$ cat src/rtl/dcache_bus_pkg.sv
package dcache_bus_pkg;

	// cpu and memory address / data
	localparam int ADDR_W = 32; // byte address
	localparam int DATA_W = 32; // one word per beat

	// byte enables of a cpu write
	localparam int STRB_W = 4;

	// line bursts on both memory channels
	localparam int BURST_BEATS = 8; // one line
	localparam int BEAT_W      = 3; // beat counter width

	// every burst carries full words in order 0 .. BURST_BEATS-1
	// last is raised on the final beat only

	// valid holds with stable payload until ready
	// no ready waits on its own valid

endpackage

$ cat src/rtl/dcache_geom_pkg.sv
package dcache_geom_pkg;

	// organisation
	localparam int NUM_SETS = 8;
	localparam int NUM_WAYS = 4;

	// set index and way number
	localparam int INDEX_W = 3;   // log2 of NUM_SETS
	localparam int WAY_W   = 2;   // log2 of NUM_WAYS

	// byte address split is tag | index | offset
	localparam int OFFSET_W = 5;  // 32 byte lines
	localparam int TAG_W    = 24; // 32 - INDEX_W - OFFSET_W

	// one full line as the data array stores it
	localparam int LINE_W = 256;

	// word view of a line
	localparam int WORDS_PER_LINE = 8;
	localparam int WORD_SEL_W     = 3; // word number inside the line

	// the low offset bits below WORD_SEL_W pick a byte within the word
	// and are ignored by the cache, requests are word aligned

	// line address of a set is {tag, index, OFFSET_W zeros}
	// victim and refill share this form

endpackage

$ cat src/rtl/dcache_way_sel.sv
`timescale 1ns/1ps

module dcache_way_sel
	import dcache_geom_pkg::*;
	import dcache_bus_pkg::*;
(
	input  logic [NUM_WAYS-1:0]   hits,
	input  logic [TAG_W-1:0]      rtags  [NUM_WAYS],
	input  logic [LINE_W-1:0]     rlines [NUM_WAYS],
	input  logic [NUM_WAYS-1:0]   dirties,
	input  logic [WAY_W-1:0]      victim_way,
	input  logic [WORD_SEL_W-1:0] word_sel,    // word inside the line
	input  logic [DATA_W-1:0]     wdata,
	input  logic [STRB_W-1:0]     wstrb,
	output logic                  hit_any,
	output logic [WAY_W-1:0]      hit_way,
	output logic [DATA_W-1:0]     rd_word,
	output logic [LINE_W-1:0]     merged_line, // hit line with the write applied
	output logic [TAG_W-1:0]      victim_tag,
	output logic [LINE_W-1:0]     victim_line,
	output logic                  victim_dirty
);

	logic [LINE_W-1:0] hit_line;
	logic [DATA_W-1:0] merged_word;

	// encode the hit vector, at most one way hits
	always_comb begin
		hit_way = '0;
		for (int w = 0; w < NUM_WAYS; w++) begin
			if (hits[w])
				hit_way = WAY_W'(w);
		end
	end

	assign hit_any  = |hits;
	assign hit_line = rlines[hit_way];
	assign rd_word  = hit_line[word_sel*DATA_W +: DATA_W]; // addressed word

	// byte merge of the strobed write data
	always_comb begin
		for (int b = 0; b < STRB_W; b++) begin
			merged_word[b*8 +: 8] = wstrb[b] ? wdata[b*8 +: 8] : rd_word[b*8 +: 8];
		end
	end

	// put the merged word back at its slot, other words untouched
	always_comb begin
		for (int i = 0; i < WORDS_PER_LINE; i++) begin
			if (WORD_SEL_W'(i) == word_sel)
				merged_line[i*DATA_W +: DATA_W] = merged_word;
			else
				merged_line[i*DATA_W +: DATA_W] = hit_line[i*DATA_W +: DATA_W];
		end
	end

	// victim way mux for eviction and write-back
	assign victim_tag   = rtags[victim_way];
	assign victim_line  = rlines[victim_way];
	assign victim_dirty = dirties[victim_way];

endmodule

$ cat config.mk
export PLATFORM = sky130hd
export DESIGN_NAME = dcache_way_sel
export DESIGN_NICKNAME = d
export VERILOG_FILES = /design/src/rtl/dcache_bus_pkg.sv /design/src/rtl/dcache_geom_pkg.sv /design/src/rtl/dcache_way_sel.sv
export SDC_FILE = /design/constraint.sdc
export NUM_CORES = 1
export LEC_CHECK = 0
export BUFFER_PORTS_ARGS = -buffer_cell sky130_fd_sc_hd__buf_2
export CORE_AREA = 2 2 688 690
export DETAILED_ROUTE_END_ITERATION = 8
export DIE_AREA = 0 0 690 692
export PLACE_DENSITY = 0.3
export SETUP_SLACK_MARGIN = 0.05
export SYNTH_ARGS = -nofsm -noshare
export SYNTH_HDL_FRONTEND = slang
export SYNTH_SLANG_ARGS = --single-unit
$ cat constraint.sdc
create_clock -name vclk -period 5.8
set_input_delay 0.58 -clock vclk [all_inputs]
set_output_delay 0.58 -clock vclk [all_outputs]
set_load 0.01 [all_outputs]
==> reports/metrics.csv <==
stage,metric,value,unit
yosys,syn_area_per_cell,8.14,sq um
route,viasPerCell,3.21,
sta,period_needed,5.19,ns
yosys,synth_area,19500,sq um
clocking,cts_hold_buf,0,
global_route,grt_usage,17.7,%
power,power_density,126,nW/um^2
worst_hold_path,hp-class,in2out,
sta,finalWorstSetupSlack,0.608,ns
placed_design,dp_hpwl,407000,microns
global_route,grt_max_degree,91,
yosys,yosys_warnings,0,
worst_setup_path,worstPathRequired,5.22,ns
sta,rsz0062_at_grt,false,
worst_setup_path,crit_arrival,4.61,ns
yosys,synth_area_leader_cell,mux4_2,
layout,fillers,55600,
yosys,synth_commonest_cells,"281 x mux4_2, 239 x a21oi_1, 239 x nor2_1",
layout,regArea,0,sq um
layout,area_delta_synth_final,94.7,%
sta,hold_violations,0,
floorplan,initial_utilization,4.15,%
layout,seq_cell_count,0,
route,wl,444000,microns
floorplan,ios,1741,
layout,clkbuf_count,0,
yosys,synth_cells,2397,
placed_design,io_buffers,1741,
route,ant_nets,0,
placed_design,place_ws,-0.172,ns
floorplan,die_x,690,microns
route,drc,0,
layout,final_net_count,5303,
yosys,yosysTopAreaCellShare,32.4,%
yosys,yosysMostFrequentCell,mux4_2,
sta,tightest_slew,1.29,ns
worst_setup_path,worst_setup_path_start_kind,input pin,
run,max_cap_viol_count,0,
yosys,synth_cell_types,50,
floorplan,die_h,692,microns
layout,multiInputGateArea,17900,sq um
floorplan,die_area,477000,sq um
global_route,grt_pass1_wl,520000,microns
floorplan,rows,252,
route,vias,33900,
sta,setup_viol,0,
global_route,grt_pass1_vias,32300,
worst_setup_path,crit_fanout,36,
clocking,cts_resized,1,
yosys,mappedNetlistNets,3566,
sta,drv_slew,0,
layout,drive_above_1_share,58.5,%
layout,final_util,8.08,%
route,drt_pass1_iterations,8,
sta,setup_tns,0,ns
status,status,"complete, no violations",
worst_setup_path,crit_type,in2out,
clocking,post_cts_buffers,0,
placed_design,place.gp.congestion,0.950,
power,leakagePower,14.7,nW
floorplan,coreArea,470000,sq um
global_route,grt_overflow,0,
route,wl_per_cell,42.1,microns
sta,finalCritPeriodShare,89.5,%
power,ir_worst_vdd,0.0642,mV
sta,fmax,193,MHz
sta,relSlewSlack,13.7,%
yosys,ys_seq_area_share,0,%
global_route,antenna_found_initial,411,
worst_setup_path,end_kind,output port,
route,drtIter0Drc,3539,
yosys,synth_area_leaders,"mux4_2 32%, mux2i_1 9.2%, a21oi_1 6.1%",
-- stage by stage --
step	hold slack, ns	cell area [sq um]	std cells	total power [mW]
2_1_floorplan	1.28	19500	2397	1.58
3_3_place_gp	1.52	37500	10400	4.97
3_5_place_dp	1.52	37500	10400	4.95
4_1_cts	1.52	37500	10400	4.97
5_1_grt	1.53	37700	10400	5.07
6_report	1.50	38000	10600	4.78
-- power breakdown --
part / switching (mW) / internal (mW)
clock network: 0 / 0.00000365
logic: 3.27 / 1.51
registers: 0 / 0
total: 3.27 / 1.51
-- critical path: stages --
cell,delay [ns]
buf_8,0.30
nor2_4,0.10
buf_4,0.36
a221oi_1,0.69
buf_4,0.25
a32oi_1,0.07
o211ai_1,0.30
a31oi_4,0.30
a21oi_1,1.07
buf_2,0.31
-- final timing paths --
| kind | from | endpoint | slack (ns) | cells after the start |
|---|---|---|---|---|
| worst min-delay path | hits[0] | hit_any | 1.50 | 3 |
| worst max-delay path | hits[3] | merged_line[253] | 0.61 | 10 |
-- metal layers --
| metal | global-route usage [%] | up-vias | part of all wire, % |
|---|---|---|---|
| met3 | 8.23 | 715 | 11 |
| met1 | 20.3 | 17200 | 39 |
| li1 | - | 13300 | - |
| met5 | 0 | - | 0.27 |
| met2 | 29.5 | 2457 | 46 |
| met4 | 4.66 | 186 | 3.7 |
-- cell families after synthesis --
family	Yosys count	synth area share [%]
and+or+nand+nor	690	16.9
muxes	501	44.0
buffers and inverters	407	8.75
AOI/OAI and AO/OA	799	30.3
-- layout make-up --
| type | count | area share [%] |
|---|---|---|
| antenna | 199 | 1.31 |
| inverter | 119 | 1.20 |
| multi-input combinational | 1990 | 47.2 |
| tap | 6223 | 20.5 |
| timing repair buffer | 2023 | 29.7 |
-- cell usage in the layout (no fill, tap or decap), types with 63 or more instances in the layout --
cell type	netlist	layout
nor2b_1	75	72
buf_2	50	1736
inv_1	117	115
mux2i_1	179	179
o221ai_1	95	92
mux4_2	281	281
a21oi_1	239	239
o211ai_1	63	63
diode_2	0	199
buf_4	16	249
nand2_1	156	154
o21ai_0	84	84
nor2_1	239	234
No activity file was read; power rests on OpenSTA's default activity.
