[config.mk]
export PLATFORM = sky130hd
export DESIGN_NAME = dcache_line_buf
export DESIGN_NICKNAME = d
export VERILOG_FILES = /design/src/rtl/dcache_bus_pkg.sv /design/src/rtl/dcache_geom_pkg.sv /design/src/rtl/dcache_line_buf.sv
export SDC_FILE = /design/constraint.sdc
export NUM_CORES = 1
export LEC_CHECK = 0
export BUFFER_PORTS_ARGS = -buffer_cell sky130_fd_sc_hd__buf_2
export CORE_AREA = 5 5 224 226
export CTS_CLUSTER_DIAMETER = 50
export CTS_CLUSTER_SIZE = 24
export DETAILED_ROUTE_END_ITERATION = 10
export DIE_AREA = 0 0 229 231
export PLACE_DENSITY = 0.59
export SETUP_SLACK_MARGIN = 0.2
export SYNTH_ARGS = -nofsm -noshare
export SYNTH_HDL_FRONTEND = slang
export SYNTH_SLANG_ARGS = --single-unit
[constraint.sdc]
create_clock -name clk -period 7.7 [get_ports clk]
set_input_delay 0.385 -clock clk [delete_from_list [all_inputs] [get_ports clk]]
set_output_delay 0.385 -clock clk [all_outputs]
set_load 0.01 [all_outputs]
[src/rtl/dcache_bus_pkg.sv]
package dcache_bus_pkg;

	// cpu and memory address / data
	localparam int ADDR_W = 32; // byte address
	localparam int DATA_W = 32; // one word per beat

	// byte enables of a cpu write
	localparam int STRB_W = 4;

	// line bursts on both memory channels
	localparam int BURST_BEATS = 8; // one line
	localparam int BEAT_W      = 3; // beat counter width

	// every burst carries full words in order 0 .. BURST_BEATS-1
	// last is raised on the final beat only

	// valid holds with stable payload until ready
	// no ready waits on its own valid

endpackage

[src/rtl/dcache_geom_pkg.sv]
package dcache_geom_pkg;

	// organisation
	localparam int NUM_SETS = 8;
	localparam int NUM_WAYS = 4;

	// set index and way number
	localparam int INDEX_W = 3;   // log2 of NUM_SETS
	localparam int WAY_W   = 2;   // log2 of NUM_WAYS

	// byte address split is tag | index | offset
	localparam int OFFSET_W = 5;  // 32 byte lines
	localparam int TAG_W    = 24; // 32 - INDEX_W - OFFSET_W

	// one full line as the data array stores it
	localparam int LINE_W = 256;

	// word view of a line
	localparam int WORDS_PER_LINE = 8;
	localparam int WORD_SEL_W     = 3; // word number inside the line

	// the low offset bits below WORD_SEL_W pick a byte within the word
	// and are ignored by the cache, requests are word aligned

	// line address of a set is {tag, index, OFFSET_W zeros}
	// victim and refill share this form

endpackage

[src/rtl/dcache_line_buf.sv]
`timescale 1ns/1ps

module dcache_line_buf
	import dcache_geom_pkg::*;
	import dcache_bus_pkg::*;
(
	input  logic              clk,
	input  logic              rst,
	input  logic              recv,          // controller is taking refill beats
	input  logic              wb,            // controller is sending write-back beats
	input  logic              rd_rsp_valid,
	input  logic [DATA_W-1:0] rd_rsp_data,
	input  logic              wr_data_ready,
	input  logic [LINE_W-1:0] victim_line,
	output logic [LINE_W-1:0] refill_line,
	output logic [DATA_W-1:0] wb_word,
	output logic              wb_last
);

	logic [BEAT_W-1:0] beat_cnt;
	logic              rx_beat; // refill beat moves this cycle
	logic              tx_beat; // write-back beat moves this cycle
	logic              cnt_end;

	assign rx_beat = recv && rd_rsp_valid; // rsp ready equals recv
	assign tx_beat = wb && wr_data_ready;  // data valid equals wb
	assign cnt_end = (beat_cnt == BEAT_W'(BURST_BEATS - 1));

	// beat counter shared by both bursts
	always_ff @(posedge clk) begin
		if (rst) begin
			beat_cnt <= '0;
		end else if (rx_beat || tx_beat) begin
			if (cnt_end)
				beat_cnt <= '0; // back to zero for the next burst
			else
				beat_cnt <= beat_cnt + 1'b1;
		end
	end

	// refill assembly, one word per received beat
	always_ff @(posedge clk) begin
		if (rx_beat)
			refill_line[beat_cnt*DATA_W +: DATA_W] <= rd_rsp_data;
	end

	// write-back beat word straight from the victim line
	// the victim stays untouched until refill so no copy is taken
	assign wb_word = victim_line[beat_cnt*DATA_W +: DATA_W];

	// last beat of the write-back burst
	assign wb_last = wb && cnt_end;

endmodule

==> results_dict.tcl <==
set metrics [dict create \
    whs_ns 0.1893 \
    rows 81 \
    root_buffer "clkbuf_16" \
    design.core.area_um2 48140 \
    cellPowerDensity_nw_per_um2 199.4 \
    first_pass_iters 4 \
    fillCellCount 4863 \
    path_common_cell "ha_1" \
    end_kind "flop" \
    ys.flop_type "edfxtp_1" \
    yosysSeqAreaShare_pct 67.17 \
    setup_viol 0 \
    finalNonFillerCells 2022 \
    power_mw 3.191 \
    drv_slew 0 \
    multi_input_area_um2 3585 \
    cts_resized 0 \
    drv_cap 0 \
    nets 1669 \
    routed_wl_um 51230 \
    track_usage_pct 18.42 \
    ys_ff_latch 259 \
    final.min_clock_period_ns 3.477 \
    status "finished clean" \
    startpoint_type "flop" \
    yosysTopAreaCell "edfxtp_1" \
    place_hpwl_um 42400 \
    crit_required_ns 7.95 \
    skew_ns 0.02111 \
    viasPerCell 4.472 \
    worstPathArrival_ns 3.72 \
    grt_overflow 0 \
    cts_tree "built" \
    synth_edf_count 256 \
    avgSynthCellArea_um2 14.36 \
    yosysWarnings 0 \
    fin_tns_setup_ns 0 \
    h-tree-depth 1 \
    tightest_slew_ns 1.050 \
    antenna_found_initial 39 \
    cp_max_fo 46 \
    vias 9043 \
    dp_cells 1967 \
    crit_type "flop to flop" \
    die_w_um 229 \
    grt_pass1_vias 9474 \
    cp_top_family "simple AND/OR/NAND/NOR gates" \
    synth_area_leaders "edfxtp_1, mux4_2, and2_1, nor2_1, nand2_1" \
    hold_viol 0 \
    syn_area_um2 11530 \
    post_cts_buffers 0 \
    clk_path_buf_depth 3 \
    start_util_pct 23.96 \
    syn_to_final_growth_pct 38.75 \
    synthCells 803 \
    p_leak_nw 6.303 \
    route.detailed.drc 0 \
    grt_max_degree 70 \
    fp.dieH_um 231 \
    clkSinkCount 259 \
    synth.distinct_cells 28 \
    final_util_pct 33.25 \
    io_buffers 582 \
    cts.clk_slew.worst_paths_ns 0.09 \
    ant_nets 0 \
    worst_path_max_delay_cell "dfxtp_4" \
    synth.most_common_cell "edfxtp_1" \
    synth-async-reset-ratio_pct 0 \
    drt_iter0_drc 580 \
    synth_common_cells "edfxtp_1, nor2_1, nand2_1, and2_1, mux4_2" \
    hold_path_class "input pin to flop" \
    ir_drop_mv 0.1116 \
    clock_latency_ns 0.53 \
    grt_pass1_wl_um 69850 \
    max_freq_mhz 287.6 \
    rsz0062_at_grt "no" \
    slowest_delay_ns 0.88 \
    cts_buffers 22 \
    layout_worst_path_cycle_share_pct 45.15 \
    post_drt_wl_per_cell_um 25.34 \
    drive_above_1_share_pct 51.48 \
    worstPathCellList "inv_1, ha_1, ha_1, or2_1, nand2b_1, nor2_1" \
    synth_top_area_share_pct 66.64 \
    slew_headroom_pct 29.83 \
    io_pins 583 \
    die_area_um2 52900 \
    critPathBufInv 1 \
    seq_area_um2 7755 \
    synth_nets 1102 \
    globalplace.congestion 0.9913 \
]
-- stage by stage --
| stage | instance area [µm²] | worst slack, ns |
|---|---|---|
| finish | 16000 | 4.223 |
| global route | 15990 | 3.820 |
| CTS | 15970 | 3.976 |
| detailed placement | 15130 | 4.023 |
| global placement | 15130 | 4.160 |
| floorplan | 11530 | 2.338 |
-- cell families after synthesis --
| kind of cell | synth area share, % |
|---|---|
| compound gates | 0.1519 |
| fa+ha+maj | 0.5424 |
| buf+inv | 2.365 |
| flops | 67.17 |
| mux | 12.58 |
| simple gates | 17.19 |
-- sequential cells by signal, indices dropped and copies added (netlist names) --
register and flops:
refill_line 256, beat_cnt 3
-- where the power goes --
group          internal [mW]  switching [mW]
combinational          0.178           0.207
clock                  0.619           0.614
sequential              1.55          0.0240
total                   2.35           0.846
-- routing by layer --
layer / GRT usage (%) / up-vias / part of all wire, %
li1: - / 4007 / -
met4: 8.156 / 16 / 6.0
met5: 0 / - / 0.22
met2: 37.86 / 504 / 57
met3: 4.440 / 140 / 6.9
met1: 16.79 / 4376 / 30
-- placed cells by master (no fill, tap or decap), types with 5 or more instances in the layout --
cell type,n
nand2_1,132
nand2b_1,5
and2_1,129
edfxtp_1,256
buf_4,11
nor2_4,7
clkbuf_16,22
nor2_1,130
mux4_2,64
diode_2,15
buf_2,582
ha_1,5
-- final cells by class --
type	instances	area share, %
clock buffer	22	3.440
timing repair buffer	594	18.78
tap	622	4.863
clock inverter	17	1.736
multi-input combinational	489	22.40
antenna	15	0.2345
sequential	259	48.46
inverter	4	0.09382
-- final timing paths --
path / startpoint / endpoint / slack (ns) / depth (start not counted)
max: beat_cnt[0]$_SDFFE_PP0P_ / refill_line[230]$_DFFE_PP_ / 4.22 / 6
min reg2reg: beat_cnt[0]$_SDFFE_PP0P_ / beat_cnt[0]$_SDFFE_PP0P_ / 0.81 / 2
min: rd_rsp_data[21] / refill_line[21]$_DFFE_PP_ / 0.19 / 2
max reg2reg: beat_cnt[0]$_SDFFE_PP0P_ / refill_line[230]$_DFFE_PP_ / 4.22 / 6
-- timing repair --
action | 4_1_cts | 5_1_grt
hold endpoints to repair | 1 | 0
hold buffers | 1 | 0
setup endpoints to repair | 0 | 0
-- worst reg2reg max path: stages (launching register included) --
cell and delay (ns):
dfxtp_4 0.88, inv_1 0.15, ha_1 0.26, ha_1 0.35
or2_1 0.62, nand2b_1 0.81, nor2_1 0.14
(Power assumes the default switching activity.)
