File: config.mk
export PLATFORM = sky130hd
export DESIGN_NAME = dcache_way
export DESIGN_NICKNAME = d
export VERILOG_FILES = /design/src/rtl/dcache_geom_pkg.sv /design/src/rtl/dcache_way.sv
export SDC_FILE = /design/constraint.sdc
export NUM_CORES = 2
export LEC_CHECK = 0
export BUFFER_PORTS_ARGS = -buffer_cell sky130_fd_sc_hd__buf_2
export CORE_ASPECT_RATIO = 0.8
export CORE_MARGIN = 2
export CORE_UTILIZATION = 60
export CTS_BUF_LIST = sky130_fd_sc_hd__clkbuf_4
export CTS_CLUSTER_DIAMETER = 30
export DETAILED_ROUTE_END_ITERATION = 12
export GPL_ROUTABILITY_DRIVEN = 1
export PLACE_DENSITY_LB_ADDON = 0.1
export SLEW_MARGIN = 20
export SYNTH_ARGS = -nofsm -noshare
export SYNTH_HDL_FRONTEND = slang
export SYNTH_SLANG_ARGS = --single-unit
File: constraint.sdc
create_clock -name clk -period 20.2 [get_ports clk]
set_input_delay 5.05 -clock clk [delete_from_list [all_inputs] [get_ports clk]]
set_output_delay 5.05 -clock clk [all_outputs]
set_load 0.005 [all_outputs]
File: src/rtl/dcache_geom_pkg.sv
package dcache_geom_pkg;

	// organisation
	localparam int NUM_SETS = 8;
	localparam int NUM_WAYS = 4;

	// set index and way number
	localparam int INDEX_W = 3;   // log2 of NUM_SETS
	localparam int WAY_W   = 2;   // log2 of NUM_WAYS

	// byte address split is tag | index | offset
	localparam int OFFSET_W = 5;  // 32 byte lines
	localparam int TAG_W    = 24; // 32 - INDEX_W - OFFSET_W

	// one full line as the data array stores it
	localparam int LINE_W = 256;

	// word view of a line
	localparam int WORDS_PER_LINE = 8;
	localparam int WORD_SEL_W     = 3; // word number inside the line

	// the low offset bits below WORD_SEL_W pick a byte within the word
	// and are ignored by the cache, requests are word aligned

	// line address of a set is {tag, index, OFFSET_W zeros}
	// victim and refill share this form

endpackage

File: src/rtl/dcache_way.sv
`timescale 1ns/1ps

module dcache_way
	import dcache_geom_pkg::*;
(
	input  logic              clk,
	input  logic              rst,
	input  logic [INDEX_W-1:0] index,     // set being looked up / written
	input  logic [TAG_W-1:0]  req_tag,   // compared and also stored on tag_wen
	input  logic              tag_wen,
	input  logic              data_wen,
	input  logic [LINE_W-1:0] wline,     // line written on data_wen
	input  logic              set_valid,
	input  logic              clr_valid,
	input  logic              set_dirty,
	input  logic              clr_dirty,
	output logic              hit,
	output logic [TAG_W-1:0]  rtag,
	output logic [LINE_W-1:0] rline,
	output logic              dirty
);

	logic [TAG_W-1:0]    tag_arr  [NUM_SETS]; // tags
	logic [LINE_W-1:0]   data_arr [NUM_SETS]; // line storage
	logic [NUM_SETS-1:0] valid_bits;
	logic [NUM_SETS-1:0] dirty_bits;

	// tag array, written only at refill
	always_ff @(posedge clk) begin
		if (tag_wen)
			tag_arr[index] <= req_tag;
	end

	// data array, refill or write hit merge
	always_ff @(posedge clk) begin
		if (data_wen)
			data_arr[index] <= wline;
	end

	// valid bits
	always_ff @(posedge clk) begin
		if (rst) begin
			valid_bits <= '0;
		end else if (set_valid) begin
			valid_bits[index] <= 1'b1; // line refilled
		end else if (clr_valid) begin
			valid_bits[index] <= 1'b0; // line picked for eviction
		end
	end

	// dirty bits
	always_ff @(posedge clk) begin
		if (rst) begin
			dirty_bits <= '0;
		end else if (set_dirty) begin
			dirty_bits[index] <= 1'b1; // write hit
		end else if (clr_dirty) begin
			dirty_bits[index] <= 1'b0; // fresh line from memory
		end
	end

	// combinational read of the indexed entry
	assign rtag  = tag_arr[index];
	assign rline = data_arr[index];
	assign dirty = dirty_bits[index];

	// tag compare
	assign hit = valid_bits[index] && (tag_arr[index] == req_tag);

endmodule

==> PnR_summary.wiki <==
{| class="wikitable"
! Metric !! Value
|-
| Number of distinct library cells after synthesis || 48
|-
| Max_slew headroom || 0.213
|-
| Num CTS Buffers || 563
|-
| Sequential share of power || 0.561
|-
| Post-detailed-route via-to-cell ratio || 6.27
|-
| Proportion of register bits with asynchronous set or reset after synthesis || 0
|-
| Number of fill cells in the layout || 9285
|-
| Worst-Margin Slew || 1.18 ns
|-
| Status || complete, no violations
|-
| Area of the die || 142000 sq um
|-
| Final worst setup slack || roughly 6.2 ns
|-
| GR Overflow Total || 0
|-
| Clock slew seen by the registers of the worst setup and hold paths || 0.06 ns
|-
| Synth Register Bits || 2256
|-
| Share of post-route cells with drive strength above 1 || 0.320
|-
| Critical path capture point type || output pin
|-
| Register area share after synthesis || 0.810
|-
| Setup Crit Path Kind || in -> out
|-
| Remaining number of nets flagged by the antenna check after routing || 0
|-
| Vias || 47201
|-
| Pin count of the biggest net entering global routing || 145
|-
| Number of setup buffers added after CTS || 0
|-
| Final worst clock skew || 0 ns
|-
| Required time at the endpoint of the critical path || between 15 and 20 ns
|-
| Top-Level Pins || 573
|-
| Power density relative to cell area || 100 nW/um^2
|-
| Clock latency at the later pin of the worst-skew pair || 1.24 ns
|-
| CP max FO || 71
|-
| HPWL Detailed || 106 mm
|-
| Number of enable flip-flop cells after synthesis || roughly 2200
|-
| Number of nets in the synthesized netlist || around 4700
|-
| Wire length per cell after detailed routing || 27.5 um
|-
| Number of global-route vias before repair || approximately 48000
|-
| Cell area after synthesis || ~83000 sq um
|-
| H-tree depth || 6
|-
| Setup Slack @ Placement || 6.21 ns
|-
| First-pass GRT wire length || around 300 mm
|-
| Net switching power figure || 2110 uW
|-
| Cts repair resizes || 0
|-
| Number of antenna violations at the first check in global routing || 71
|-
| Number of rows in the core area || 122
|-
| Setup repair after global routing missed its margin || no
|-
| Detailed Route WL || ~210 mm
|-
| Die X || 421 um
|-
| Min-delay worst type || reg -> reg
|-
| Die span in y || ~340 um
|-
| Leakage power || between 0.03 and 0.04 uW
|-
| Fin Setup TNS || 0 ns
|-
| Average footprint of a synthesized cell || 19.0 sq um
|-
| Root Buffer Master || sky130_fd_sc_hd__clkbuf_4
|-
| Number of port buffers || 572
|-
| GRT Resource Usage Total || 0.290
|-
| Max cap viols || 0
|-
| Total count of max-transition violations in the final report || 0
|-
| Share of power burned in combinational logic || 0.060
|-
| Clock Power Share || 0.379
|-
| Post-CTS Hold Buffers || 0
|-
| Arrival time worst endpoint || ~9.0 ns
|-
| Post-layout nets || 5594
|-
| RD Place Congestion || 0.781
|-
| Top_reg_cell synth || sky130_fd_sc_hd__edfxtp_1
|-
| Worst-case clock buffer depth || 4
|-
| First-pass detailed-route iteration total || 8
|-
| DRC violations left || 0
|-
| Cell area after layout || about 95000 sq um
|-
| Fmax achieved || between 70 and 80 MHz
|-
| Post-DP Area || 88300 sq um
|-
| TritonCTS clock tree || done
|-
| Iteration-0 DRC Markers || 4348
|-
| IR drop worst, VDD || ~0.000065 V
|-
| Total number of clock tree sinks || 2256
|-
| Internal portion of total power || 7410 uW
|-
| Setup crit start kind || primary input
|-
| Fin. Hold Viols || 0
|-
| Time the worst path needs with I/O delays and setup || 14.05 ns
|-
| Setup violation total in the final timing report || 0
|-
| Core region area || 138000 sq um
|-
| Syn Inst Count || ~4400
|-
| Yosys warning count || 0
|-
| Portion of the clock cycle consumed by the worst path in the final layout || 0.696
|-
| Utilization of the core after routing || 0.688
|-
| Starting density of the core || 0.604
|-
| Layout overhead on the synthesized area || 13.9%
|-
| Sw Share || 0.221
|}
-- registers in the layout, summed over array words and instances (netlist names), named ones only --
register	count
data_arr	2048
tag_arr	192
-- cell usage after synthesis (4+ instances only) --
library cell | instances | area share
sky130_fd_sc_hd__mux2i_1 | 133 | 0.016
sky130_fd_sc_hd__nor2_1 | 133 | 0.0060
sky130_fd_sc_hd__xnor2_1 | 7 | 0.00074
sky130_fd_sc_hd__mux2_2 | 238 | 0.032
sky130_fd_sc_hd__a21oi_1 | 99 | 0.0059
sky130_fd_sc_hd__mux4_2 | 61 | 0.016
sky130_fd_sc_hd__inv_1 | 6 | 0.00027
sky130_fd_sc_hd__nand2_1 | 118 | 0.0053
sky130_fd_sc_hd__nor3_1 | 5 | 0.00030
sky130_fd_sc_hd__a211oi_1 | 8 | 0.00072
sky130_fd_sc_hd__clkbuf_1 | 213 | 0.0096
sky130_fd_sc_hd__a22oi_1 | 401 | 0.036
sky130_fd_sc_hd__a221oi_1 | 177 | 0.019
sky130_fd_sc_hd__o21ai_0 | 143 | 0.0086
sky130_fd_sc_hd__edfxtp_1 | 2240 | 0.81
sky130_fd_sc_hd__a221o_1 | 45 | 0.0054
sky130_fd_sc_hd__a222oi_1 | 48 | 0.0058
sky130_fd_sc_hd__buf_1 | 34 | 0.0015
sky130_fd_sc_hd__nor2b_1 | 11 | 0.00083
sky130_fd_sc_hd__dfxtp_1 | 16 | 0.0038
sky130_fd_sc_hd__nand3_1 | 14 | 0.00084
sky130_fd_sc_hd__buf_2 | 35 | 0.0021
sky130_fd_sc_hd__clkbuf_2 | 4 | 0.00024
sky130_fd_sc_hd__a22o_1 | 15 | 0.0016
sky130_fd_sc_hd__and3_1 | 17 | 0.0013
sky130_fd_sc_hd__o22ai_1 | 52 | 0.0039
sky130_fd_sc_hd__nand4_1 | 74 | 0.0056
sky130_fd_sc_hd__and2_1 | 5 | 0.00038
sky130_fd_sc_hd__xor2_1 | 10 | 0.0011
-- layout by cell type, fill, tap and decap left out, types with 74 or more instances in the layout --
| master | synthesis | layout |
|---|---|---|
| sky130_fd_sc_hd__edfxtp_1 | 2240 | 2240 |
| sky130_fd_sc_hd__clkbuf_4 | 0 | 795 |
| sky130_fd_sc_hd__buf_2 | 35 | 569 |
| sky130_fd_sc_hd__a22oi_1 | 401 | 401 |
| sky130_fd_sc_hd__mux2_2 | 238 | 238 |
| sky130_fd_sc_hd__a221oi_1 | 177 | 177 |
| sky130_fd_sc_hd__o21ai_0 | 143 | 143 |
| sky130_fd_sc_hd__mux2i_1 | 133 | 133 |
| sky130_fd_sc_hd__nor2_1 | 133 | 123 |
| sky130_fd_sc_hd__nand2_1 | 118 | 118 |
| sky130_fd_sc_hd__a21oi_1 | 99 | 99 |
| sky130_fd_sc_hd__nand4_1 | 74 | 74 |
-- power groups by stage --
| stage | clock (uW) | combinational [uW] | sequential (uW) |
|---|---|---|---|
| after floorplan | 0 | 282 | 5450 |
| after global placement | 0 | 565 | 5430 |
| after detailed placement | 0 | 573 | 5440 |
| after CTS | 3690 | 575 | 5340 |
| after global routing | 3940 | 614 | 5350 |
| final | 3610 | 572 | 5340 |
-- metal layers --
| metal | vias to the layer above | wire [um] | track usage |
|---|---|---|---|
| met3 | 356 | 17000 | 0.0703 |
| met4 | 36 | 5270 | 0.110 |
| met1 | 24138 | 81900 | 0.392 |
| met2 | 2211 | 103000 | 0.464 |
| li1 | 20460 | - | - |
| met5 | - | 217 | 0 |
-- final cells by class --
| cell class | instances | area, sq um | share of cell area |
|---|---|---|---|
| Timing Repair Buffer | 640 | 3540 | 0.0373 |
| Inverter | 7 | 31.3 | 0.000329 |
| Antenna cell | 37 | 92.6 | 0.000975 |
| Multi-Input combinational cell | 1835 | 14800 | 0.156 |
| Clock inverter | 103 | 652 | 0.00686 |
| Sequential cell | 2256 | 67600 | 0.711 |
| Tap cell | 1860 | 2330 | 0.0245 |
| Clock buffer | 795 | 5970 | 0.0628 |
-- logic make-up after synthesis --
group                  after synthesis  synth area share
buffers and inverters              295            0.0140
XOR/XNOR                            17           0.00179
AND/OR/NAND/NOR                    387            0.0213
flip-flops                        2256             0.810
multiplexers                       433            0.0649
AO/OA/AOI/OAI                      998            0.0876
-- metrics by stage --
step / total power, uW / cells / hold slack [ns]
after global routing: 9900 / 7520 / 0.521
after floorplan: 5740 / 4386 / 0.460
after global placement: 6000 / 6598 / 0.475
after detailed placement: 6010 / 6598 / 0.483
after CTS: 9600 / 7496 / 0.503
final: 9520 / 7533 / 0.504
-- worst max-delay path, stage by stage --
cell and delay (ns):
sky130_fd_sc_hd__buf_8 0.39, sky130_fd_sc_hd__nand2b_1 0.55, sky130_fd_sc_hd__nor2_4 0.73, sky130_fd_sc_hd__buf_4 0.55, sky130_fd_sc_hd__buf_4 0.89, sky130_fd_sc_hd__a22oi_1 0.22
sky130_fd_sc_hd__nand4_1 0.23, sky130_fd_sc_hd__buf_2 0.15
-- worst paths after layout --
path                                start         end  slack (ns)  cells after the start
worst max-delay path             index[1]  rline[130]        6.15                      8
worst min-delay path            flip-flop   flip-flop        0.50                      2
worst max register to register  flip-flop   flip-flop       19.50                      2
worst min register to register  flip-flop   flip-flop        0.50                      2
Power figures use the tool's default switching activity.
