[src/rtl/dcache_bus_pkg.sv]
package dcache_bus_pkg;

	// cpu and memory address / data
	localparam int ADDR_W = 32; // byte address
	localparam int DATA_W = 32; // one word per beat

	// byte enables of a cpu write
	localparam int STRB_W = 4;

	// line bursts on both memory channels
	localparam int BURST_BEATS = 8; // one line
	localparam int BEAT_W      = 3; // beat counter width

	// every burst carries full words in order 0 .. BURST_BEATS-1
	// last is raised on the final beat only

	// valid holds with stable payload until ready
	// no ready waits on its own valid

endpackage

[src/rtl/dcache_geom_pkg.sv]
package dcache_geom_pkg;

	// organisation
	localparam int NUM_SETS = 8;
	localparam int NUM_WAYS = 4;

	// set index and way number
	localparam int INDEX_W = 3;   // log2 of NUM_SETS
	localparam int WAY_W   = 2;   // log2 of NUM_WAYS

	// byte address split is tag | index | offset
	localparam int OFFSET_W = 5;  // 32 byte lines
	localparam int TAG_W    = 24; // 32 - INDEX_W - OFFSET_W

	// one full line as the data array stores it
	localparam int LINE_W = 256;

	// word view of a line
	localparam int WORDS_PER_LINE = 8;
	localparam int WORD_SEL_W     = 3; // word number inside the line

	// the low offset bits below WORD_SEL_W pick a byte within the word
	// and are ignored by the cache, requests are word aligned

	// line address of a set is {tag, index, OFFSET_W zeros}
	// victim and refill share this form

endpackage

[src/rtl/dcache_ctrl.sv]
`timescale 1ns/1ps

module dcache_ctrl
	import dcache_geom_pkg::*;
	import dcache_bus_pkg::*;
(
	input  logic                  clk,
	input  logic                  rst,
	input  logic                  cpu_req_valid,
	input  logic                  cpu_req_write,  // 1 write, 0 read
	input  logic [ADDR_W-1:0]     cpu_req_addr,
	input  logic [DATA_W-1:0]     cpu_req_wdata,
	input  logic [STRB_W-1:0]     cpu_req_wstrb,
	output logic                  cpu_req_ready,
	output logic                  cpu_rsp_valid,
	output logic [DATA_W-1:0]     cpu_rsp_data,
	input  logic                  cpu_rsp_ready,
	output logic                  mem_rd_req_valid,
	output logic [ADDR_W-1:0]     mem_rd_req_addr,
	input  logic                  mem_rd_req_ready,
	input  logic                  mem_rd_rsp_valid,
	input  logic                  mem_rd_rsp_last,
	output logic                  mem_rd_rsp_ready,
	output logic                  mem_wr_req_valid,
	output logic [ADDR_W-1:0]     mem_wr_req_addr,
	input  logic                  mem_wr_req_ready,
	output logic                  mem_wr_data_valid,
	input  logic                  mem_wr_data_ready,
	output logic [INDEX_W-1:0]    index,
	output logic [TAG_W-1:0]      req_tag,
	output logic [WORD_SEL_W-1:0] word_sel,
	output logic [DATA_W-1:0]     wdata,
	output logic [STRB_W-1:0]     wstrb,
	output logic [NUM_WAYS-1:0]   tag_wen,
	output logic [NUM_WAYS-1:0]   data_wen,
	output logic [NUM_WAYS-1:0]   set_valid,
	output logic [NUM_WAYS-1:0]   clr_valid,
	output logic [NUM_WAYS-1:0]   set_dirty,
	output logic [NUM_WAYS-1:0]   clr_dirty,
	output logic [WAY_W-1:0]      victim_way,
	output logic [LINE_W-1:0]     wline,
	input  logic                  hit_any,
	input  logic [WAY_W-1:0]      hit_way,
	input  logic [DATA_W-1:0]     rd_word,
	input  logic [LINE_W-1:0]     merged_line,
	input  logic [TAG_W-1:0]      victim_tag,
	input  logic                  victim_dirty,
	input  logic [LINE_W-1:0]     refill_line,
	input  logic                  wb_last,
	output logic                  recv,
	output logic                  wb
);

	typedef enum logic [3:0] {
		ST_IDLE, ST_LOOKUP, ST_CACHE_WR, ST_RESP, ST_EVICT,
		ST_WB_REQ, ST_WB_DATA, ST_RD_REQ, ST_RECV, ST_REFILL
	} state_t;

	state_t state, state_nxt;

	logic [ADDR_W-1:0] addr_reg;  // accepted request
	logic [DATA_W-1:0] wdata_reg;
	logic [STRB_W-1:0] wstrb_reg;
	logic              write_reg;
	logic [WAY_W-1:0]  victim_ctr; // round-robin pointer
	logic [NUM_WAYS-1:0] hit_oh, victim_oh;

	always_ff @(posedge clk) begin
		if (rst)
			state <= ST_IDLE;
		else
			state <= state_nxt;
	end

	always_comb begin
		state_nxt = state;
		case (state)
			ST_IDLE:     if (cpu_req_valid) state_nxt = ST_LOOKUP;
			ST_LOOKUP: begin
				if (!hit_any)
					state_nxt = ST_EVICT;
				else
					state_nxt = write_reg ? ST_CACHE_WR : ST_RESP;
			end
			ST_CACHE_WR: state_nxt = ST_IDLE;
			ST_RESP:     if (cpu_rsp_ready) state_nxt = ST_IDLE;
			ST_EVICT:    state_nxt = victim_dirty ? ST_WB_REQ : ST_RD_REQ; // clean victim skips wb
			ST_WB_REQ:   if (mem_wr_req_ready) state_nxt = ST_WB_DATA;
			ST_WB_DATA:  if (mem_wr_data_ready && wb_last) state_nxt = ST_RD_REQ;
			ST_RD_REQ:   if (mem_rd_req_ready) state_nxt = ST_RECV;
			ST_RECV:     if (mem_rd_rsp_valid && mem_rd_rsp_last) state_nxt = ST_REFILL;
			ST_REFILL:   state_nxt = write_reg ? ST_CACHE_WR : ST_RESP; // now hits the new line
			default:     state_nxt = ST_IDLE;
		endcase
	end

	// request capture on the accepting edge
	always_ff @(posedge clk) begin
		if (cpu_req_valid && cpu_req_ready) begin
			addr_reg  <= cpu_req_addr;
			wdata_reg <= cpu_req_wdata;
			wstrb_reg <= cpu_req_wstrb;
		end
	end

	always_ff @(posedge clk) begin
		if (rst)
			write_reg <= 1'b0;
		else if (cpu_req_valid && cpu_req_ready)
			write_reg <= cpu_req_write;
	end

	// advance on every miss, victim is the new value
	always_ff @(posedge clk) begin
		if (rst)
			victim_ctr <= '0;
		else if (state == ST_LOOKUP && !hit_any)
			victim_ctr <= victim_ctr + 1'b1;
	end

	// address fields of the held request
	assign index    = addr_reg[OFFSET_W +: INDEX_W];
	assign req_tag  = addr_reg[ADDR_W-1 -: TAG_W];
	assign word_sel = addr_reg[OFFSET_W-1 -: WORD_SEL_W];
	assign wdata    = wdata_reg;
	assign wstrb    = wstrb_reg;

	assign victim_way = victim_ctr;
	assign hit_oh     = NUM_WAYS'(1) << hit_way;
	assign victim_oh  = NUM_WAYS'(1) << victim_ctr;

	// way array controls
	assign tag_wen   = (state == ST_REFILL) ? victim_oh : '0;
	assign data_wen  = (state == ST_REFILL)   ? victim_oh :
	                   (state == ST_CACHE_WR) ? hit_oh : '0;
	assign set_valid = (state == ST_REFILL) ? victim_oh : '0;
	assign clr_valid = (state == ST_EVICT) ? victim_oh : '0;
	assign set_dirty = (state == ST_CACHE_WR) ? hit_oh : '0;
	assign clr_dirty = (state == ST_REFILL) ? victim_oh : '0;
	assign wline     = (state == ST_REFILL) ? refill_line : merged_line;

	// cpu handshake
	assign cpu_req_ready = (state == ST_IDLE);
	assign cpu_rsp_valid = (state == ST_RESP);
	assign cpu_rsp_data  = rd_word; // steady while in respond

	// memory bursts, line aligned addresses
	assign mem_wr_req_valid  = (state == ST_WB_REQ);
	assign mem_wr_req_addr   = {victim_tag, index, {OFFSET_W{1'b0}}};
	assign mem_wr_data_valid = (state == ST_WB_DATA);
	assign mem_rd_req_valid  = (state == ST_RD_REQ);
	assign mem_rd_req_addr   = {req_tag, index, {OFFSET_W{1'b0}}};
	assign mem_rd_rsp_ready  = (state == ST_RECV);

	assign recv = (state == ST_RECV);
	assign wb   = (state == ST_WB_DATA);

endmodule

[config.mk]
export PLATFORM = sky130hd
export DESIGN_NAME = dcache_ctrl
export DESIGN_NICKNAME = d
export VERILOG_FILES = /design/src/rtl/dcache_bus_pkg.sv /design/src/rtl/dcache_geom_pkg.sv /design/src/rtl/dcache_ctrl.sv
export SDC_FILE = /design/constraint.sdc
export NUM_CORES = 1
export LEC_CHECK = 0
export BUFFER_PORTS_ARGS = -buffer_cell sky130_fd_sc_hd__buf_2
export CAP_MARGIN = 20
export CORE_AREA = 2 2 428 430
export DETAILED_ROUTE_END_ITERATION = 10
export DIE_AREA = 0 0 430 432
export GPL_TIMING_DRIVEN = 1
export PLACE_DENSITY_LB_ADDON = 0.3
export SYNTH_ARGS = -nofsm -noshare
export SYNTH_HDL_FRONTEND = slang
export SYNTH_SLANG_ARGS = --single-unit
[constraint.sdc]
create_clock -name clk -period 8.6 [get_ports clk]
set_input_delay 1.72 -clock clk [delete_from_list [all_inputs] [get_ports clk]]
set_output_delay 1.72 -clock clk [all_outputs]
set_load 0.02 [all_outputs]
==> results.sh, run 1 <==
export IMPL_ant_nets=0
export IMPL_leakagePower_uw=0.00601
export IMPL_wl_um=126000
export IMPL_synth_common_cells="mux2_1, buf_4, edfxtp_1"
export IMPL_die_w_um=430
export IMPL_grt_ovfl_total=0
export IMPL_hpwl_um=120000
export IMPL_nets=2063
export IMPL_drcViolationCount=0
export IMPL_rsz0062_at_grt="false"
export IMPL_fin_worst_skew_ns=0.0169
export IMPL_initial_utilization_pct=3.66
export IMPL_die_y_um=432
export IMPL_wl_met1_um=43100
export IMPL_power_density_nw_per_um2=135
export IMPL_clock_latency_ns=0.36
export IMPL_via_per_inst=2.39
export IMPL_root_buffer="clkbuf_16"
export IMPL_row_count=157
export IMPL_htreeDepth=3
export IMPL_report_final_setup_viol=0
export IMPL_track_usage_pct=12.9
export IMPL_ys_warn_count=0
export IMPL_crit_arrival_ns=3.79
export IMPL_hold_buffers=0
export IMPL_wl_per_cell_um=33.0
export IMPL_cts_resized=0
export IMPL_clock_sinks=73
export IMPL_synth_ff_type="edfxtp_1"
export IMPL_netlist_area_um2=6640
export IMPL_ios=1103
export IMPL_syn_avg_cell_area_um2=12.2
export IMPL_numCtsBuffers=9
export IMPL_path_clk_slew_ns=0.07
export IMPL_io_buffers=978
export IMPL_critPathMaxFanout=80
export IMPL_met3WireLength_um=19100
export IMPL_slew_headroom_pct=33.3
export IMPL_finalSetupTns_ns=0
export IMPL_synth_top_cells_by_area="mux2_1, edfxtp_1, buf_4"
export IMPL_vdd_ir_drop_max_uv=120
export IMPL_drv_slew=0
export IMPL_gp_congestion=1.04
export IMPL_hold_viol=0
export IMPL_clockBufferDepth=2
export IMPL_met2_length_um=60900
export IMPL_outcome="completed"
export IMPL_post_cts_buffers=0
export IMPL_async_flop_share_pct=0
export IMPL_synth_ff_latch_count=73
export IMPL_grt_max_degree=81
export IMPL_period_needed_ns=5.51
export IMPL_setup_worst_path_start_class="flop"
export IMPL_yosysMostFrequentCell="mux2_1"
export IMPL_yosysUniqueCellTypes=37
export IMPL_critical_path_class="flop to output port"
export IMPL_syn_inst=543
export IMPL_yosysSeqAreaShare_pct=31.9
export IMPL_firstDrtPassIters=5
export IMPL_max_freq_mhz=181
export IMPL_synth_top_area_share_pct=34.2
export IMPL_worst_slack_ns=3.09
export IMPL_vias=9143
export IMPL_dieArea_um2=186000
export IMPL_dp_slack_ns=3.48
export IMPL_cts_tree="yes"
export IMPL_syn_to_final_growth_pct=110
export IMPL_hold_class="flop to flop"
export IMPL_grt_pass1_wl_um=142000
export IMPL_grt_pass1_vias=8078
export IMPL_fin_crit_sh_pct=64.1
export IMPL_maxCapViolations=0
export IMPL_synth_top_area_cell="mux2_1"
export IMPL_worst_setup_path_end_kind="output port"
export IMPL_final_layout_size_suffix_gt1_share_pct=75.5
export IMPL_core_area_um2=182000
export IMPL_highest_layer="met5"
export IMPL_first_iter_violations=572
export IMPL_largest_reg_flops=32
export IMPL_required_ns=6.88
export IMPL_tightest_slew_ns=0.999
export IMPL_antenna_found_initial=178
export IMPL_whs_ns=0.505
export IMPL_synth_edf_count=66
==> metrics by stage <==
| stage | power (uW) | util (%) | cells | area (um^2) |
|---|---|---|---|---|
| global route | 1980 | 7.64 | 3814 | 13900 |
| global placement | 1490 | 7.45 | 3782 | 13500 |
| finish | 1880 | 7.66 | 3829 | 13900 |
| CTS | 1930 | 7.62 | 3798 | 13800 |
| detailed placement | 1480 | 7.45 | 3782 | 13500 |
| floorplan | 1010 | - | 552 | 6680 |
==> cell usage in the layout (no fill, tap or decap), types with 2 or more instances in the layout <==
cell type,count
nor2b_1,3
buf_12,3
a21oi_1,4
dfxtp_1,7
edfxtp_1,66
nor2_1,10
diode_2,31
o21bai_1,3
ha_1,4
buf_4,4
conb_1,10
mux2_2,56
clkbuf_16,9
and2_1,4
mux2i_1,3
o21ai_0,2
nor3_1,5
bufinv_16,2
and3_1,7
mux2_1,202
buf_2,978
nand2_1,5
inv_1,3
or2_2,2
nor3b_1,2
==> layout make-up <==
type / instances / area (um^2)
inverter: 3 / 11.3
fill: 21396 / 168000
tap: 2385 / 2980
multi-input combinational: 336 / 3430
clock inverter: 6 / 90.1
antenna: 31 / 77.6
clock buffer: 10 / 229
sequential: 73 / 2120
timing repair buffer: 985 / 4980
==> power by group <==
group	switching, uW	leakage, uW	total (uW)	internal [uW]
clock network	171	0.000153	427	256
registers	70.1	0.000681	565	495
logic	608	0.00518	887	279
total	849	0.00601	1880	1030
==> cells by family (layout without fill, tap and decap cells) <==
| kind of cell | after synthesis | in the layout | share of synthesized area (%) |
|---|---|---|---|
| adder cells (fa/ha/maj) | 4 | 4 | 0.753 |
| multiplexers | 261 | 261 | 44.2 |
| AO/OA/AOI/OAI | 13 | 13 | 1.43 |
| XOR/XNOR | 1 | 1 | 0.132 |
| flip-flops | 73 | 73 | 31.9 |
| buffers and inverters | 143 | 1004 | 17.3 |
| other | 1 | 41 | 0.0564 |
| AND/OR/NAND/NOR | 47 | 47 | 4.26 |
==> path summary, 6_finish.rpt <==
path / startpoint / slack [ns] / endpoint / cells past startpoint
hold reg to reg: write_reg$_SDFFE_PP0P_ / 0.50 / write_reg$_SDFFE_PP0P_ / 2
setup reg to reg: state[0]$_SDFFE_PP0P_ / 6.24 / addr_reg[30]$_DFFE_PP_ / 3
hold / removal: write_reg$_SDFFE_PP0P_ / 0.50 / write_reg$_SDFFE_PP0P_ / 2
setup / recovery: state[0]$_SDFFE_PP0P_ / 3.09 / wline[185] / 6
==> routing by layer <==
layer,global-route usage (%),vias to the layer above
met3,8.15,307
li1,-,3637
met4,1.87,58
met2,22.2,906
met5,0.625,-
met1,13.5,4235
==> worst max-delay path: stages, from the launching register on <==
cell	delay (ns)
dfxtp_1	0.73
nand2b_4	0.12
nor3b_4	0.83
buf_12	0.36
buf_12	0.41
mux2_1	0.54
buf_2	0.24
Note: power is estimated with default switching activity, not from simulation.
==> inputs of run 2 (changes only) <==
- CORE_AREA: 2 2 428 430 -> 2 2 429 431
- DIE_AREA: 0 0 430 432 -> 0 0 431 433
- clock period: 8.6 -> 5.3 ns (I/O delays scaled with it)
==> run 2 against run 1 <==
Against the previous run: critical path depth unchanged; first-iteration DRC count down 22%; clock power up 63%; sequential power rose by 58%; clock skew down 0.0060 ns; non-clock buffer count is 1 higher; critical path type unchanged; largest cell class unchanged; largest power group unchanged.
==> results.sh, run 2 (synthesis gave the netlist of run 1 again) <==
export IMPL_crit_arrival_ns=3.05
export IMPL_outcome="completed"
export IMPL_hold_buffers=0
export IMPL_grt_pass1_wl_um=146000
export IMPL_finalSetupTns_ns=0
export IMPL_via_per_inst=2.33
export IMPL_critical_path_class="flop to output port"
export IMPL_die_y_um=433
export IMPL_cts_tree="yes"
export IMPL_firstDrtPassIters=5
export IMPL_grt_pass1_vias=8237
export IMPL_period_needed_ns=4.11
export IMPL_grt_ovfl_total=0
export IMPL_hpwl_um=125000
export IMPL_p_total_uw=3060
export IMPL_fin_crit_sh_pct=77.5
export IMPL_antenna_found_initial=190
export IMPL_row_count=157
export IMPL_vdd_ir_drop_max_uv=180
export IMPL_post_cts_buffers=0
export IMPL_vias=8940
export IMPL_largest_reg_flops=32
export IMPL_tightest_slew_ns=0.787
export IMPL_rr_startpoint="state[1]$_SDFFE_PP0P_"
export IMPL_wl_per_cell_um=34.1
export IMPL_cts_resized=0
export IMPL_ios=1103
export IMPL_final_common_cell="buf_2"
export IMPL_max_freq_mhz=243
export IMPL_clockBufferDepth=2
export IMPL_ant_nets=0
export IMPL_startpoint="state[1]$_SDFFE_PP0P_"
export IMPL_report_final_setup_viol=0
export IMPL_critPathMaxFanout=43
export IMPL_slew_headroom_pct=46.8
export IMPL_min_from="write_reg$_SDFFE_PP0P_"
export IMPL_wl_um=131000
export IMPL_power_density_nw_per_um2=219
export IMPL_setup_worst_path_start_class="flop"
export IMPL_maxCapViolations=0
export IMPL_nets=2064
export IMPL_initial_utilization_pct=3.65
export IMPL_clock_latency_ns=0.36
export IMPL_leakagePower_uw=0.00602
export IMPL_critical_path_slowest_cell="dfxtp_1"
export IMPL_numCtsBuffers=9
export IMPL_required_ns=4.24
export IMPL_first_iter_violations=446
export IMPL_track_usage_pct=13.3
export IMPL_most_common_layout_cells="buf_2, mux2_1, edfxtp_1"
export IMPL_dieArea_um2=187000
export IMPL_grt_max_degree=60
export IMPL_path_clk_slew_ns=0.06
export IMPL_hold_viol=0
export IMPL_htreeDepth=3
export IMPL_io_buffers=978
export IMPL_final_layout_size_suffix_gt1_share_pct=75.5
export IMPL_die_w_um=431
export IMPL_drcViolationCount=0
export IMPL_syn_to_final_growth_pct=110
export IMPL_crit_chain="nand2b_4 > nor3b_4 > buf_12 > buf_4 > mux2_1 > buf_2"
export IMPL_hold_class="flop to flop"
export IMPL_drv_slew=0
export IMPL_slowest_delay_ns=0.50
export IMPL_worst_setup_path_end_kind="output port"
export IMPL_rsz0062_at_grt="false"
export IMPL_clock_sinks=73
export IMPL_core_area_um2=182000
export IMPL_fin_worst_skew_ns=0.0109
export IMPL_root_buffer="clkbuf_16"
export IMPL_gp_congestion=0.933
==> run 2: cell types whose count changed in the layout (fill, tap and decap cells not counted), sizes merged <==
cell	delta
diode	+7
buf	+1
==> run 2: critical path: cells and delay by family, from the launching register on <==
family        cells  cell delay [ns]
buf+inv           3             1.06
flops             1             0.50
mux               1             0.42
simple gates      2             0.62
==> run 2: layer usage <==
layer | track usage (%) | up-vias | part of all wire, %
li1 | - | 3633 | -
met1 | 13.1 | 4044 | 32
met2 | 24.0 | 900 | 50
met3 | 8.20 | 311 | 15
met4 | 1.86 | 52 | 2.4
met5 | 0.312 | - | 0.33
==> run 2: area by class of cell <==
| cell class | count | area (um^2) |
|---|---|---|
| tap | 2385 | 2980 |
| timing repair buffer | 986 | 5020 |
| clock inverter | 6 | 90.1 |
| sequential | 73 | 2120 |
| antenna | 38 | 95.1 |
| clock buffer | 10 | 229 |
| multi-input combinational | 336 | 3420 |
| fill | 21428 | 168000 |
| inverter | 3 | 11.3 |
==> run 2: through the flow <==
stage	hold slack [ns]	area, um^2	setup slack, ns	instances	utilization, %
floorplan	0.462	6680	2.14	552	-
detailed placement	0.501	13600	1.47	3783	7.44
CTS	0.516	13900	1.07	3799	7.62
global route	0.602	13900	1.00	3820	7.65
finish	0.519	14000	1.19	3837	7.67
global placement	0.492	13600	1.49	3783	7.44
==> run 2: final timing paths <==
kind,to,slack (ns),depth (start not counted)
min,write_reg$_SDFFE_PP0P_,0.52,2
min reg2reg,write_reg$_SDFFE_PP0P_,0.52,2
max,wline[206],1.19,6
max reg2reg,addr_reg[27]$_DFFE_PP_,2.91,3
==> run 2: report_power, final <==
group	internal [uW]	total [uW]	switching [uW]
Clock	415	695	280
Sequential	801	895	94.2
Combinational	457	1470	1010
Total	1670	3060	1390
==> inputs of run 3 (changes only) <==
- clock period: 5.3 -> 4.3 ns (I/O delays scaled with it)
==> run 3 against run 2 <==
Against the previous run: final area rose by 0.39%; non-clock buffer count grew 9; sequential share of layout area fell by 0.060 points; flip-flop and latch count is the same; sequential power rose by 22%; routed wire length fell by 0.29%; cell count is 0.47% higher; utilization is essentially flat.
==> results.sh, run 3 (synthesis gave the netlist of run 1 again) <==
export IMPL_outcome="completed"
export IMPL_crit_buf_inv=3
export IMPL_p_int_uw=1950
export IMPL_highest_layer="met5"
export IMPL_fin_worst_skew_ns=0.00899
export IMPL_cts_tree="yes"
export IMPL_cts_resized=0
export IMPL_dieArea_um2=187000
export IMPL_cp_top_family="buffers and inverters"
export IMPL_max_freq_mhz=290
export IMPL_finalSetupTns_ns=0
export IMPL_io_buffers=978
export IMPL_critPathMostFrequentCell="buf_12"
export IMPL_rsz0062_at_grt="false"
export IMPL_path_clk_slew_ns=0.07
export IMPL_slew_headroom_pct=50.3
export IMPL_grt_pass1_wl_um=146000
export IMPL_die_w_um=431
export IMPL_root_buffer="clkbuf_16"
export IMPL_final_common_cell="buf_2"
export IMPL_slowest_delay_ns=0.49
export IMPL_clockBufferDepth=2
export IMPL_power_switching_uw=1720
export IMPL_nets=2073
export IMPL_multiInputGateArea_um2=3420
export IMPL_first_iter_violations=446
export IMPL_gp_congestion=0.943
export IMPL_power_frac_comb_pct=49.9
export IMPL_final_layout_size_suffix_gt1_share_pct=75.6
export IMPL_pwr_share_clk_pct=20.3
export IMPL_grt_pass1_vias=8113
export IMPL_rr_startpoint="state[0]$_SDFFE_PP0P_"
export IMPL_wl_um=130000
export IMPL_antenna_found_initial=195
export IMPL_core_area_um2=182000
export IMPL_power_density_nw_per_um2=261
export IMPL_setup_worst_path_start_class="flop"
export IMPL_clock_latency_ns=0.37
export IMPL_met3WireLength_um=20100
export IMPL_drcViolationCount=0
export IMPL_startpoint="state[3]$_SDFFE_PP0P_"
export IMPL_most_common_layout_cells="buf_2, mux2_1, edfxtp_1"
export IMPL_tightest_slew_ns=0.735
export IMPL_leakagePower_uw=0.00605
export IMPL_regArea_um2=2120
export IMPL_hold_buffers=0
export IMPL_vdd_ir_drop_max_uv=232
export IMPL_period_needed_ns=3.45
export IMPL_hold_viol=0
export IMPL_fin_crit_sh_pct=80.2
export IMPL_nFillCells=21472
export IMPL_ios=1103
export IMPL_clock_sinks=73
export IMPL_critical_path_class="flop to output port"
export IMPL_largest_reg_flops=32
export IMPL_critPathMaxFanout=41
export IMPL_htreeDepth=3
export IMPL_wl_per_cell_um=33.8
export IMPL_via_per_inst=2.33
export IMPL_vias=9001
export IMPL_maxCapViolations=0
export IMPL_die_y_um=433
export IMPL_whs_ns=0.505
export IMPL_hold_class="flop to flop"
export IMPL_grt_max_degree=56
export IMPL_crit_arrival_ns=2.59
export IMPL_sw_frac_of_total_pct=46.8
export IMPL_syn_to_final_growth_pct=111
export IMPL_initial_utilization_pct=3.65
export IMPL_critical_path_slowest_cell="dfxtp_1"
export IMPL_report_final_setup_viol=0
export IMPL_drv_slew=0
export IMPL_track_usage_pct=13.3
export IMPL_p_seq_share_pct=29.8
export IMPL_wl_met1_um=41600
export IMPL_crit_chain="nor3b_4 > buf_12 > buf_12 > mux2_2 > buf_2"
export IMPL_post_cts_buffers=0
export IMPL_numCtsBuffers=9
export IMPL_grt_ovfl_total=0
export IMPL_hpwl_um=125000
export IMPL_min_from="write_reg$_SDFFE_PP0P_"
export IMPL_required_ns=3.44
export IMPL_met2_length_um=65300
export IMPL_ant_nets=0
export IMPL_firstDrtPassIters=4
export IMPL_worst_setup_path_end_kind="output port"
export IMPL_row_count=157
==> run 3: cell count changes in the layout (fill, tap and decap cells not counted), sizes merged <==
cell      before  now
buf          986  995
diode         38   47
bufinv         2    0
clkinv         2    3
clkinvlp       1    2
==> run 3: final cells by class <==
cell class	count	area share [%]
repair buffers	995	36.3
multi-input cells	336	24.4
well taps	2385	21.3
flip-flops and latches	73	15.1
clock buffers	10	1.63
diodes	47	0.839
clock inverters	6	0.303
inverters	3	0.0803
==> run 3: per-layer routing <==
metal | up-vias | GRT usage (%)
li1 | 3663 | -
met1 | 4082 | 13.1
met2 | 877 | 23.8
met3 | 317 | 8.28
met4 | 62 | 2.02
met5 | - | 0.182
==> run 3: path summary, 6_finish.rpt <==
check,end,slack (ns),cells after the start
worst max register to register,wdata[14]$_DFFE_PP_,2.10,4
worst min register to register,write_reg$_SDFFE_PP0P_,0.51,2
worst max-delay path,wline[19],0.85,5
worst min-delay path,write_reg$_SDFFE_PP0P_,0.51,2
==> run 3: worst reg2reg max path: stages (launching register included) <==
cell and delay, ns:
dfxtp_1 0.33, buf_4 0.20, nor2_1 0.30, and3_4 0.52, buf_4 0.48
==> run 3: through the flow <==
stage	worst slack [ns]	util [%]	instances	total power (uW)	instance area (um^2)
2_1_floorplan	1.34	-	552	2020	6680
3_3_place_gp	1.17	7.49	3792	3010	13600
3_5_place_dp	1.20	7.49	3792	3000	13600
4_1_cts	0.782	7.64	3808	3780	13900
5_1_grt	0.720	7.67	3831	3870	14000
6_report	0.852	7.70	3855	3670	14000
==> run 3: power by group through the flow <==
stage | registers [uW] | logic, uW | clock network, uW
floorplan | 1260 | 759 | 0
global placement | 1110 | 1900 | 0
detailed placement | 1110 | 1890 | 0
CTS | 1100 | 1900 | 781
global route | 1110 | 1960 | 794
finish | 1090 | 1830 | 744
